<file path="src/source/board_cfg_pkg.sv">
// ************************************************************
// Board configuration definitions shared by the arcade shell.
// Bit positions of the menu status word, the difficulty code
// as the game sees it and the decoded DIP settings struct.
// Referenced by scoped names from the decoder, the video
// blocks and the top level.
// ************************************************************

`default_nettype none

package board_cfg_pkg;

    // Positions inside the 32-bit menu status word
    localparam int status_pause_bit  = 1;
    localparam int status_level_lsb  = 2;   // Two bits, 3:2
    localparam int status_lives_lsb  = 5;   // Two bits, 6:5
    localparam int status_filter_bit = 9;   // Set means filter off

    // Difficulty code at the game side
    typedef enum logic [1:0] {
        level_easy      = 2'd0,
        level_normal    = 2'd1,
        level_hard      = 2'd2,
        level_very_hard = 2'd3
    } level_e;

    // Decoded DIP settings, all zero after reset
    typedef struct packed {
        logic       pause;
        level_e     level;
        logic [1:0] lives;
        logic       en_filter;  // Scanline dimming on odd lines
    } dip_cfg_t;

endpackage

`default_nettype wire

</file>
<file path="src/source/video_pkg.sv">
// ************************************************************
// Video definitions for the game pixel stream and the output.
// The game side delivers 3 bits per colour with blanking and
// line parity, the output stage 4 bits per colour with sync.
// ************************************************************

`default_nettype none

package video_pkg;

    localparam int colour_w     = 3;    // Game colour width
    localparam int out_colour_w = 4;    // Output colour width

    // One game pixel as it travels through the FIFO
    typedef struct packed {
        logic [colour_w-1:0] red;
        logic [colour_w-1:0] green;
        logic [colour_w-1:0] blue;
        logic                hb;
        logic                vb;
        logic                line_odd;
    } game_pixel_t;

    // Output pixel with sync
    typedef struct packed {
        logic [out_colour_w-1:0] red;
        logic [out_colour_w-1:0] green;
        logic [out_colour_w-1:0] blue;
        logic                    hs;
        logic                    vs;
    } out_pixel_t;

endpackage

`default_nettype wire
</file>
<file path="src/source/arcade_board_top.sv">
// ************************************************************
// Top level of the arcade board shell. Sets the raster and FIFO
// sizes and connects the DIP decoder, the game video generator,
// the pixel FIFO and the output stage. The decoded DIP struct
// is exported next to the output video and its pixel strobe.
// ************************************************************

`default_nettype none

module arcade_board_top #(
    parameter int h_total    = 16,
    parameter int h_active   = 12,
    parameter int v_total    = 10,
    parameter int v_active   = 8,
    parameter int fifo_depth = 4     // Power of two
) (
    input  wire logic                clk_rgb,
    input  wire logic                arst_n,
    input  wire logic [31:0]         status,
    output board_cfg_pkg::dip_cfg_t  dip,
    output video_pkg::out_pixel_t    video,
    output logic                     pxl_strobe
);

    logic                   push;
    video_pkg::game_pixel_t push_pixel;
    logic                   pop;
    logic                   empty;
    video_pkg::game_pixel_t pop_pixel;

    dip_decoder u_dip (
        .clk_rgb    ( clk_rgb    ),
        .arst_n     ( arst_n     ),
        .status     ( status     ),
        .dip        ( dip        )
    );

    video_gen #(
        .h_total    ( h_total    ),
        .h_active   ( h_active   ),
        .v_total    ( v_total    ),
        .v_active   ( v_active   )
    ) u_gen (
        .clk_rgb    ( clk_rgb    ),
        .arst_n     ( arst_n     ),
        .pause      ( dip.pause  ),
        .push       ( push       ),
        .push_pixel ( push_pixel )
    );

    pixel_fifo #(
        .fifo_depth ( fifo_depth )
    ) u_fifo (
        .clk_rgb    ( clk_rgb    ),
        .arst_n     ( arst_n     ),
        .push       ( push       ),
        .push_pixel ( push_pixel ),
        .pop        ( pop        ),
        .empty      ( empty      ),
        .pop_pixel  ( pop_pixel  )
    );

    video_out u_out (
        .clk_rgb    ( clk_rgb       ),
        .arst_n     ( arst_n        ),
        .empty      ( empty         ),
        .pop        ( pop           ),
        .pop_pixel  ( pop_pixel     ),
        .en_filter  ( dip.en_filter ),
        .video      ( video         ),
        .pxl_strobe ( pxl_strobe    )
    );

endmodule

`default_nettype wire

</file>
<file path="src/source/dip_decoder.sv">
// ************************************************************
// Latches the menu status word on the board clock and turns
// it into the DIP settings seen by the game and video blocks.
// One clock from status to dip. Difficulty is remapped and the
// screen filter bit is inverted.
// ************************************************************

`default_nettype none

module dip_decoder (
    input  wire logic                    clk_rgb,
    input  wire logic                    arst_n,
    input  wire logic [31:0]             status,
    output board_cfg_pkg::dip_cfg_t      dip
);

    board_cfg_pkg::dip_cfg_t dip_next;
    logic [1:0]              level_code;

    assign level_code = status[board_cfg_pkg::status_level_lsb +: 2];

    always_comb begin
        // Menu order differs from the game order
        case (level_code)
            2'b00:   dip_next.level = board_cfg_pkg::level_normal;
            2'b01:   dip_next.level = board_cfg_pkg::level_easy;
            2'b10:   dip_next.level = board_cfg_pkg::level_hard;
            default: dip_next.level = board_cfg_pkg::level_very_hard;
        endcase
        dip_next.pause     = status[board_cfg_pkg::status_pause_bit];
        dip_next.lives     = status[board_cfg_pkg::status_lives_lsb +: 2];
        dip_next.en_filter = ~status[board_cfg_pkg::status_filter_bit]; // Menu bit means off
    end

    // All game inputs latched together
    always_ff @(posedge clk_rgb or negedge arst_n) begin
        if (!arst_n) begin
            dip <= '0;  // Easy, filter off
        end else begin
            dip <= dip_next;
        end
    end

endmodule

`default_nettype wire

</file>
<file path="src/source/pixel_fifo.sv">
// ************************************************************
// Register-array FIFO of game pixels between the generator and
// the output stage. Push stores a pixel unless the FIFO is full,
// pop removes the head at the clock edge. The head entry is
// always visible on pop_pixel.
// ************************************************************

`default_nettype none

module pixel_fifo #(
    parameter int fifo_depth = 4
) (
    input  wire logic                   clk_rgb,
    input  wire logic                   arst_n,
    input  wire logic                   push,
    input  wire video_pkg::game_pixel_t push_pixel,
    input  wire logic                   pop,
    output logic                        empty,
    output video_pkg::game_pixel_t      pop_pixel
);

    localparam int aw = (fifo_depth > 1) ? $clog2(fifo_depth) : 1;
    localparam int cw = $clog2(fifo_depth + 1);

    video_pkg::game_pixel_t mem [fifo_depth];

    logic [aw-1:0] wr_ptr;
    logic [aw-1:0] rd_ptr;
    logic [cw-1:0] count;
    logic          full;
    logic          wr_en;
    logic          rd_en;

    assign empty = (count == '0);
    assign full  = (count == cw'(fifo_depth));
    assign wr_en = push && !full;   // Pushes on full are lost
    assign rd_en = pop && !empty;

    assign pop_pixel = mem[rd_ptr];

    always_ff @(posedge clk_rgb) begin
        if (wr_en) begin
            mem[wr_ptr] <= push_pixel;
        end
    end

    always_ff @(posedge clk_rgb or negedge arst_n) begin
        if (!arst_n) begin
            wr_ptr <= '0;
            rd_ptr <= '0;
            count  <= '0;
        end else begin
            if (wr_en) begin
                wr_ptr <= (wr_ptr == aw'(fifo_depth - 1)) ? '0 : wr_ptr + 1'b1;
            end
            if (rd_en) begin
                rd_ptr <= (rd_ptr == aw'(fifo_depth - 1)) ? '0 : rd_ptr + 1'b1;
            end
            case ({wr_en, rd_en})
                2'b10:   count <= count + 1'b1;
                2'b01:   count <= count - 1'b1;
                default: count <= count;    // Both or neither
            endcase
        end
    end

endmodule

`default_nettype wire

</file>
<file path="src/source/video_gen.sv">
// ************************************************************
// Game-side video generator standing in for the game module.
// Divides the board clock by two into a pixel enable, runs the
// raster and frame counters and pushes one test pixel per
// enable into the pixel FIFO, one clock after the enable.
// Pause freezes the frame counter, the raster keeps running.
// ************************************************************

`default_nettype none

module video_gen #(
    parameter int h_total  = 16,
    parameter int h_active = 12,
    parameter int v_total  = 10,
    parameter int v_active = 8
) (
    input  wire logic              clk_rgb,
    input  wire logic              arst_n,
    input  wire logic              pause,
    output logic                   push,
    output video_pkg::game_pixel_t push_pixel
);

    // Counters at least as wide as one colour
    localparam int hw = ($clog2(h_total) < video_pkg::colour_w) ?
                        video_pkg::colour_w : $clog2(h_total);
    localparam int vw = ($clog2(v_total) < video_pkg::colour_w) ?
                        video_pkg::colour_w : $clog2(v_total);

    logic                            pxl_cen;
    logic [hw-1:0]                   h_count;
    logic [vw-1:0]                   v_count;
    logic [video_pkg::colour_w-1:0]  frame_count;
    logic                            line_end;
    logic                            frame_end;

    assign line_end  = (h_count == hw'(h_total - 1));
    assign frame_end = line_end && (v_count == vw'(v_total - 1));

    // Pixel enable at half the board clock
    always_ff @(posedge clk_rgb or negedge arst_n) begin
        if (!arst_n) begin
            pxl_cen <= 1'b0;
        end else begin
            pxl_cen <= ~pxl_cen;
        end
    end

    always_ff @(posedge clk_rgb or negedge arst_n) begin
        if (!arst_n) begin
            h_count     <= '0;
            v_count     <= '0;
            frame_count <= '0;
        end else if (pxl_cen) begin
            h_count <= line_end ? '0 : h_count + 1'b1;
            if (line_end) begin
                v_count <= frame_end ? '0 : v_count + 1'b1;
            end
            if (frame_end && !pause) begin
                frame_count <= frame_count + 1'b1;  // Blue freezes on pause
            end
        end
    end

    always_ff @(posedge clk_rgb or negedge arst_n) begin
        if (!arst_n) begin
            push <= 1'b0;
        end else begin
            push <= pxl_cen;
        end
    end

    // Test picture, sampled from the counters before they advance
    always_ff @(posedge clk_rgb) begin
        if (pxl_cen) begin
            push_pixel.red      <= h_count[video_pkg::colour_w-1:0];
            push_pixel.green    <= v_count[video_pkg::colour_w-1:0];
            push_pixel.blue     <= frame_count;
            push_pixel.hb       <= (h_count >= hw'(h_active));
            push_pixel.vb       <= (v_count >= vw'(v_active));
            push_pixel.line_odd <= v_count[0];
        end
    end

endmodule

`default_nettype wire

</file>
<file path="src/source/video_out.sv">
// ************************************************************
// Output stage of the board shell. Pops a game pixel whenever
// the FIFO holds one, widens each colour from 3 to 4 bits,
// blacks out blanked pixels, dims odd lines when the screen
// filter is on and registers the result with sync and a strobe.
// ************************************************************

`default_nettype none

module video_out (
    input  wire logic                   clk_rgb,
    input  wire logic                   arst_n,
    input  wire logic                   empty,
    output logic                        pop,
    input  wire video_pkg::game_pixel_t pop_pixel,
    input  wire logic                   en_filter,
    output video_pkg::out_pixel_t       video,
    output logic                        pxl_strobe
);

    logic                  blank;
    logic                  dim;
    video_pkg::out_pixel_t video_next;

    // Top bit repeated into the new LSB, then optional dimming
    function automatic logic [video_pkg::out_colour_w-1:0] widen(
        input logic [video_pkg::colour_w-1:0] c,
        input logic                           half
    );
        logic [video_pkg::out_colour_w-1:0] w;
        w = {c, c[video_pkg::colour_w-1]};
        return half ? (w >> 1) : w;
    endfunction

    assign pop   = !empty;  // No back-pressure
    assign blank = pop_pixel.hb || pop_pixel.vb;
    assign dim   = en_filter && pop_pixel.line_odd;   // Scanline effect

    always_comb begin
        video_next.red   = blank ? '0 : widen(pop_pixel.red, dim);
        video_next.green = blank ? '0 : widen(pop_pixel.green, dim);
        video_next.blue  = blank ? '0 : widen(pop_pixel.blue, dim);
        video_next.hs    = pop_pixel.hb;
        video_next.vs    = pop_pixel.vb;
    end

    always_ff @(posedge clk_rgb or negedge arst_n) begin
        if (!arst_n) begin
            video      <= '0;
            pxl_strobe <= 1'b0;
        end else begin
            pxl_strobe <= pop;
            if (pop) begin
                video <= video_next;    // Held between pixels
            end
        end
    end

endmodule

`default_nettype wire

</file>
<file path="config.mk">
export PLATFORM = sky130hd
export DESIGN_NAME = arcade_board_top
export DESIGN_NICKNAME = d
export VERILOG_FILES = /design/src/source/board_cfg_pkg.sv /design/src/source/video_pkg.sv /design/src/source/arcade_board_top.sv /design/src/source/dip_decoder.sv /design/src/source/pixel_fifo.sv /design/src/source/video_gen.sv /design/src/source/video_out.sv
export SDC_FILE = /design/constraint.sdc
export NUM_CORES = 1
export LEC_CHECK = 0
export CORE_MARGIN = 2
export CORE_UTILIZATION = 50
export CTS_BUF_LIST = sky130_fd_sc_hd__clkbuf_8
export DETAILED_ROUTE_END_ITERATION = 10
export DONT_BUFFER_PORTS = 1
export PLACE_DENSITY_LB_ADDON = 0.08
export REMOVE_ABC_BUFFERS = 1
export SLEW_MARGIN = 10
export SYNTH_ARGS = -nofsm -noshare
export SYNTH_HDL_FRONTEND = slang
export SYNTH_HIERARCHICAL = 1
export SYNTH_SLANG_ARGS = --single-unit
</file>
<file path="constraint.sdc">
create_clock -name clk_rgb -period 2.4 [get_ports clk_rgb]
set_clock_uncertainty 0.15 [all_clocks]
set_input_delay 0.12 -clock clk_rgb [delete_from_list [all_inputs] [get_ports clk_rgb]]
set_output_delay 0.12 -clock clk_rgb [all_outputs]
set_load 0.05 [all_outputs]
</file>
==> impl_metrics.yaml, run 1 <==
grt:
  grt_pass1_vias: 2102
  grt_usage_pct: 15.9
  grt-ovfl-total: 0
  antenna_found_initial: 0
  grt_max_degree: 42
  grt_pass1_wl_um: 10300
logic_synthesis:
  synth-compound-area-share_pct: 3.74
  yosys_warnings: 6
  synthAdderAreaFrac_pct: 4.55
  synthSimpleGateAreaFrac_pct: 5.32
  synth_mux_area_share_pct: 12.1
  synth_seq_cells: 100
  synth_xor_xnor_area_share_pct: 1.31
  ys_types: 38
  synth_top_family_by_area: "multiplexers"
  avgSynthCellArea_um2: 16.9
  synthesis.area_mm2: 0.00402
  synthCells: 238
  ys_seq_area_share_pct: 69.6
finish:
  synthToLayoutAreaGrowth_pct: 11.2
  layout_commonest_cell: "edfxtp_1"
  drive_above_1_share_pct: 17.6
  nets: 305
  design_area_mm2: 0.00447
  nFillCells: 602
  finalNonFillerCells: 364
  insertedDiodeCount: 0
  layout_common_cells: "edfxtp_1, dfrtp_1, nand2_1"
  final_util_pct: 57.5
timing:
  clock.fmax_mhz: 464
  rsz0062_at_grt: "false"
  post-route-period-util_pct: 89.9
  fin_ws_ns: 0.243
  slew_headroom_pct: 57.7
  hold_violations: 0
  setup_viol: 0
  tightest_slew_ns: 0.634
  period_minus_slack_ns: 2.16
  drv_slew: 0
floorplanning:
  fp.coreArea_mm2: 0.00777
  start_util_pct: 51.7
  ios: 55
  rows: 32
  die-width_um: 93.7
  die_area_mm2: 0.00877
  die_y_um: 93.7
critical_path:
  required_ns: 2.52
  setup.worst_path.end_class: "register"
  worst-path-buf-inv: 2
  cp-start-kind: "register"
  cp_cell_sequence: "nor2_1 -> a21boi_2 -> inv_1 -> ha_1 -> inv_1 -> fa_1 -> xor2_1 -> nor2_1 -> xor2_1"
  r2r_slack_ns: 0.24
  crit_start: "u_fifo/count[0]"
  worst_r2r_startpoint: "u_fifo/count[0]"
  setup.worst_path.class: "reg -> reg"
  critical_path.top_delay_family: "adder cells"
  worst-endpoint-arrival_ns: 2.28
  crit_fanout: 6
  critical-path-slowest-cell: "dfrtp_1"
  worstReg2RegEnd: "u_fifo/count[2]"
  ff2ff_path_depth: 9
  cpPeakStageDelay_ns: 0.44
drt:
  drtAntennaViolNets: 0
  dr_total_vias: 1937
  wirelength_um: 6140
  viasPerCell: 5.32
  drt-initial-drc-count: 80
  drt_pass1_iterations: 4
  drc: 0
  wl_per_cell_um: 16.9
placement:
  dp_cells: 339
  place.port_buffers: 0
  dpl-instance-area_mm2: 0.00413
  hpwl_um: 4390
  pre_cts_ws_ns: 0.242
  gp_congestion: 0.676
power_and_ir_drop:
  peakVddDrop_mv: 0.324
  p_leak_nw: 1.70
  power.density_mw_per_mm2: 689
hold_path:
  holdCritPathClass: "in -> async"
clock_network:
  ctsHtreeMaxLevel: 3
  cts_post_setup_buffers_inserted: 0
  clkTransAtPathRegs_ns: 0.09
  clockBufferDepth: 2
  clk_latency_ns: 0.34
  clock_sinks: 100
  cts_buffers: 9
  cts_root_buffer: "clkbuf_8"
  cts_tree: "yes"
status:
  status: "finished clean"
run:
  drv_cap: 0
-- cell type report --
class	instances	area (um2)	area share, %
clock buffers	11	151	3.39
clock inverters	5	83.8	1.88
inverters	15	56.3	1.26
multi-input cells	114	1090	24.4
flip-flops and latches	100	2800	62.6
well taps	102	128	2.86
repair buffers	17	160	3.58
-- per-layer routing --
metal | up-vias | wire, um | share of wire (%) | GRT usage, %
met2 | 42 | 3360 | 55 | 28.6
met5 | - | 0 | 0 | 0
li1 | 911 | - | - | -
met1 | 978 | 2490 | 40 | 17.7
met4 | 0 | 65 | 1.1 | 7.61
met3 | 6 | 229 | 3.7 | 3.61
-- registers in the layout, indices dropped and copies added (netlist names) --
signal / count
u_fifo/mem: 48
u_dip/dip: 6
u_fifo/count: 3
u_gen/push: 1
u_gen/push_pixel: 11
u_out/video: 14
u_fifo/wr_ptr: 2
u_out/pxl_strobe: 1
u_gen/frame_count: 3
u_fifo/rd_ptr: 2
u_gen/h_count: 4
u_gen/pxl_cen: 1
u_gen/v_count: 4
-- through the flow --
step	power, mW	hold slack (ns)	setup TNS [ns]
after floorplan	1.91	-0.326	-0.662
after detailed placement	1.91	-0.325	0
after global routing	3.19	0.0743	0
after global placement	1.91	-0.325	0
final	3.08	0.0791	0
after CTS	3.13	0.0587	0
-- synthesized netlist by cell type --
| cell type | count | share of area, % |
|---|---|---|
| nor4b_2 | 1 | 0.37 |
| nor3_2 | 1 | 0.25 |
| nor2_1 | 6 | 0.56 |
| mux4_2 | 8 | 4.5 |
| o311ai_0 | 1 | 0.22 |
| nand2_1 | 16 | 1.5 |
| o21ai_1 | 9 | 1.1 |
| a21o_1 | 1 | 0.19 |
| or2_1 | 1 | 0.16 |
| a211oi_1 | 1 | 0.19 |
| a21oi_1 | 3 | 0.37 |
| mux2_2 | 8 | 2.2 |
| fa_1 | 1 | 0.50 |
| xnor2_1 | 2 | 0.44 |
| inv_1 | 15 | 1.4 |
| clkbuf_1 | 2 | 0.19 |
| nand3_1 | 1 | 0.12 |
| xor2_1 | 4 | 0.87 |
| mux2i_1 | 10 | 2.5 |
| buf_12 | 1 | 0.50 |
| nand4_1 | 1 | 0.16 |
| buf_4 | 1 | 0.19 |
| nand2b_1 | 3 | 0.47 |
| a32o_1 | 3 | 0.75 |
| mux2_1 | 1 | 0.28 |
| dfrtp_1 | 41 | 26 |
| nand3b_1 | 1 | 0.19 |
| o21ai_0 | 5 | 0.62 |
| buf_6 | 3 | 0.84 |
| buf_2 | 2 | 0.25 |
| nor3_1 | 2 | 0.25 |
| and2_1 | 4 | 0.62 |
| edfxtp_1 | 59 | 44 |
| ha_1 | 13 | 4.0 |
| or3_1 | 1 | 0.16 |
| a21boi_2 | 1 | 0.28 |
| nand4_4 | 1 | 0.53 |
| mux4_1 | 4 | 2.6 |
-- worst max-delay path by stage --
stage | end | slack, ns | cells after the start
floorplan | u_fifo/count[2] | -0.33 | 10
global placement | u_out/video[6] | 0.36 | 3
detailed placement | u_fifo/count[2] | 0.24 | 9
CTS | u_fifo/count[2] | 0.22 | 9
global route | u_fifo/count[2] | 0.08 | 9
finish | u_fifo/count[2] | 0.24 | 9
-- kinds of logic (layout without fill, tap and decap cells) --
family / after synthesis / in the layout
xor gates and xnor gates: 6 / 6
DFF: 100 / 100
and+or+nand+nor: 39 / 39
AOI/OAI and AO/OA: 24 / 24
muxes: 31 / 31
adders and majority gates: 14 / 14
buffers and inverters: 24 / 48
-- worst reg2reg max path, stage by stage, from the launching register on --
cell      delay (ns)
dfrtp_1         0.44
nor2_1          0.23
a21boi_2        0.14
inv_1           0.09
ha_1            0.19
inv_1           0.06
fa_1            0.37
xor2_1          0.16
nor2_1          0.12
xor2_1          0.15
-- power breakdown --
part           total [mW]  leakage, nW  switching [mW]  internal (mW)
clock network        1.17        0.112           0.527          0.646
logic              0.0486        0.595          0.0269         0.0217
registers            1.86        0.990          0.0424           1.81
total                3.08         1.70           0.596           2.48
-- timing repair --
action                    in CTS  in global routing
hold buffers                   9                  0
hold endpoints to repair      47                  0
gates resized for setup        0                  0
No activity file was read; power rests on OpenSTA's default activity.
==> run 2: changes to the inputs <==
CAP_MARGIN = 20   (was default)
PLACE_DENSITY_LB_ADDON = 0.12   (was 0.08)
==> run 2 against run 1 <==
Power increased by 0.50%. Core utilization is 0.45 points higher. Register-to-register slack improved by 0.08 ns. Via count decreased by 3.5%. Largest cell class unchanged. Critical path type unchanged. First-iteration DRC count is 59% lower. Highest routed layer unchanged.
==> impl_metrics.yaml, run 2 (synthesis gave the netlist of run 1 again) <==
critical_path:
  critical-path-slowest-cell: "dfrtp_1"
  crit_fanout: 6
  critical_path.top_delay_family: "adder cells"
  worst_r2r_startpoint: "u_fifo/count[0]"
  worstReg2RegEnd: "u_fifo/count[2]"
  cp-start-kind: "register"
  cpPeakStageDelay_ns: 0.44
  ff2ff_path_depth: 9
  cp_cell_sequence: "nor2_1 -> a21boi_2 -> inv_1 -> ha_1 -> inv_1 -> fa_1 -> xor2_1 -> nor2_1 -> xor2_1"
  required_ns: 2.54
  setup.worst_path.end_class: "register"
  r2r_slack_ns: 0.33
  worst-path-buf-inv: 2
  crit_start: "u_fifo/count[0]"
  setup.worst_path.class: "reg -> reg"
  worst-endpoint-arrival_ns: 2.21
hold_path:
  holdCritPathClass: "in -> async"
drt:
  drc: 0
  drt-initial-drc-count: 33
  viasPerCell: 5.08
  wirelength_um: 5650
  dr_total_vias: 1869
  drtAntennaViolNets: 0
  wl_per_cell_um: 15.4
  drt_pass1_iterations: 4
clock_network:
  clockBufferDepth: 2
  ctsHtreeMaxLevel: 3
  clk_latency_ns: 0.36
  cts_root_buffer: "clkbuf_8"
  cts_tree: "yes"
  clkTransAtPathRegs_ns: 0.09
  clock_sinks: 100
  cts_buffers: 9
power_and_ir_drop:
  power.density_mw_per_mm2: 687
  finalPower_mw: 3.09
  p_sw_share_pct: 19.7
  clkPwrFrac_pct: 38.3
  switching_power_uw: 609
  internal-power_mw: 2.48
  pwr-share-comb_pct: 1.6
  p_leak_nw: 1.73
  peakVddDrop_mv: 0.351
  pwr-share-seq_pct: 60.0
finish:
  largest_reg_flops: 48
  synthToLayoutAreaGrowth_pct: 12.0
  drive_above_1_share_pct: 18.8
  final_util_pct: 58.0
  layout_commonest_cell: "edfxtp_1"
  finalNonFillerCells: 368
  design_area_mm2: 0.00450
  top_regs: "u_fifo/mem (48), u_out/video (14), u_gen/push_pixel (11)"
  insertedDiodeCount: 0
  regMostFlops: "u_fifo/mem"
  nets: 309
  layout_common_cells: "edfxtp_1, dfrtp_1, nand2_1"
status:
  status: "finished clean"
timing:
  hold_violations: 0
  clock.fmax_mhz: 482
  rsz0062_at_grt: "false"
  tightest_slew_ns: 0.528
  fin_ws_ns: 0.326
  period_minus_slack_ns: 2.07
  post-route-period-util_pct: 86.4
  setup_viol: 0
  slew_headroom_pct: 64.8
  fin_tns_setup_ns: 0
  drv_slew: 0
  hold_ws_ns: 0.129
placement:
  place.port_buffers: 0
  gp_congestion: 0.757
  dp_cells: 343
  dpl-instance-area_mm2: 0.00416
  hpwl_um: 3770
  pre_cts_ws_ns: 0.326
grt:
  grt_pass1_vias: 1891
  grt_pass1_wl_um: 9490
  grt-ovfl-total: 0
  grt_max_degree: 42
  grt_usage_pct: 14.7
  antenna_found_initial: 0
floorplanning:
  die_area_mm2: 0.00877
  start_util_pct: 51.7
  die-width_um: 93.7
  rows: 32
  die_y_um: 93.7
  fp.coreArea_mm2: 0.00777
  ios: 55
run:
  drv_cap: 0
run 2: cell count changes in the layout (fill, tap and decap cells not counted):
cell        change
buf_12          -1
buf_16          +1
buf_4           +4
clkinv_2        +1
clkinv_4        -1
clkinvlp_4      -1
inv_6           +1
run 2: final cells by class:
| type | count | area (um2) |
|---|---|---|
| Clock inverter | 5 | 81.3 |
| Tap cell | 102 | 128 |
| Inverter | 15 | 56.3 |
| Sequential cell | 100 | 2800 |
| Fill cell | 622 | 3260 |
| Multi-Input combinational cell | 114 | 1090 |
| Timing Repair Buffer | 21 | 198 |
| Clock buffer | 11 | 151 |
run 2: worst reg2reg max path: stages, from the launching register on:
cell and delay, ns:
dfrtp_1 0.44, nor2_1 0.20, a21boi_2 0.13, inv_1 0.08
ha_1 0.17, inv_1 0.06, fa_1 0.37, xor2_1 0.15
nor2_1 0.12, xor2_1 0.15
run 2: metal layers:
metal / up-vias / share of wire, % / wire, um / GRT usage, %
li1: 918 / - / - / -
met3: 7 / 5.3 / 297 / 6.02
met2: 34 / 49 / 2750 / 23.2
met4: 0 / 1.5 / 82 / 4.71
met5: - / 0 / 0 / 0
met1: 910 / 45 / 2520 / 18.6
run 2: power by group through the flow:
stage | clock (mW) | combinational (mW) | sequential [mW]
after CTS | 1.23 | 0.0529 | 1.86
after detailed placement | 0 | 0.0205 | 1.89
after floorplan | 0 | 0.0114 | 1.90
after global routing | 1.30 | 0.0582 | 1.86
after global placement | 0 | 0.0197 | 1.89
final | 1.19 | 0.0507 | 1.86
run 2: worst max-delay path by stage:
stage	endpoint	slack, ns	cells after the start
after floorplan	u_fifo/count[2]	-0.33	10
after global placement	u_fifo/count[2]	0.36	9
after detailed placement	u_fifo/count[2]	0.33	9
after CTS	u_fifo/count[2]	0.30	9
after global routing	u_fifo/count[2]	0.20	9
final	u_fifo/count[2]	0.33	9
run 2: timing repair:
action                                  4_1_cts  5_1_grt
endpoints found under the hold margin        47        0
buffers inserted                              0        0
gates resized for setup                       0        0
hold buffers                                  9        0
endpoints found under the setup margin        0        0
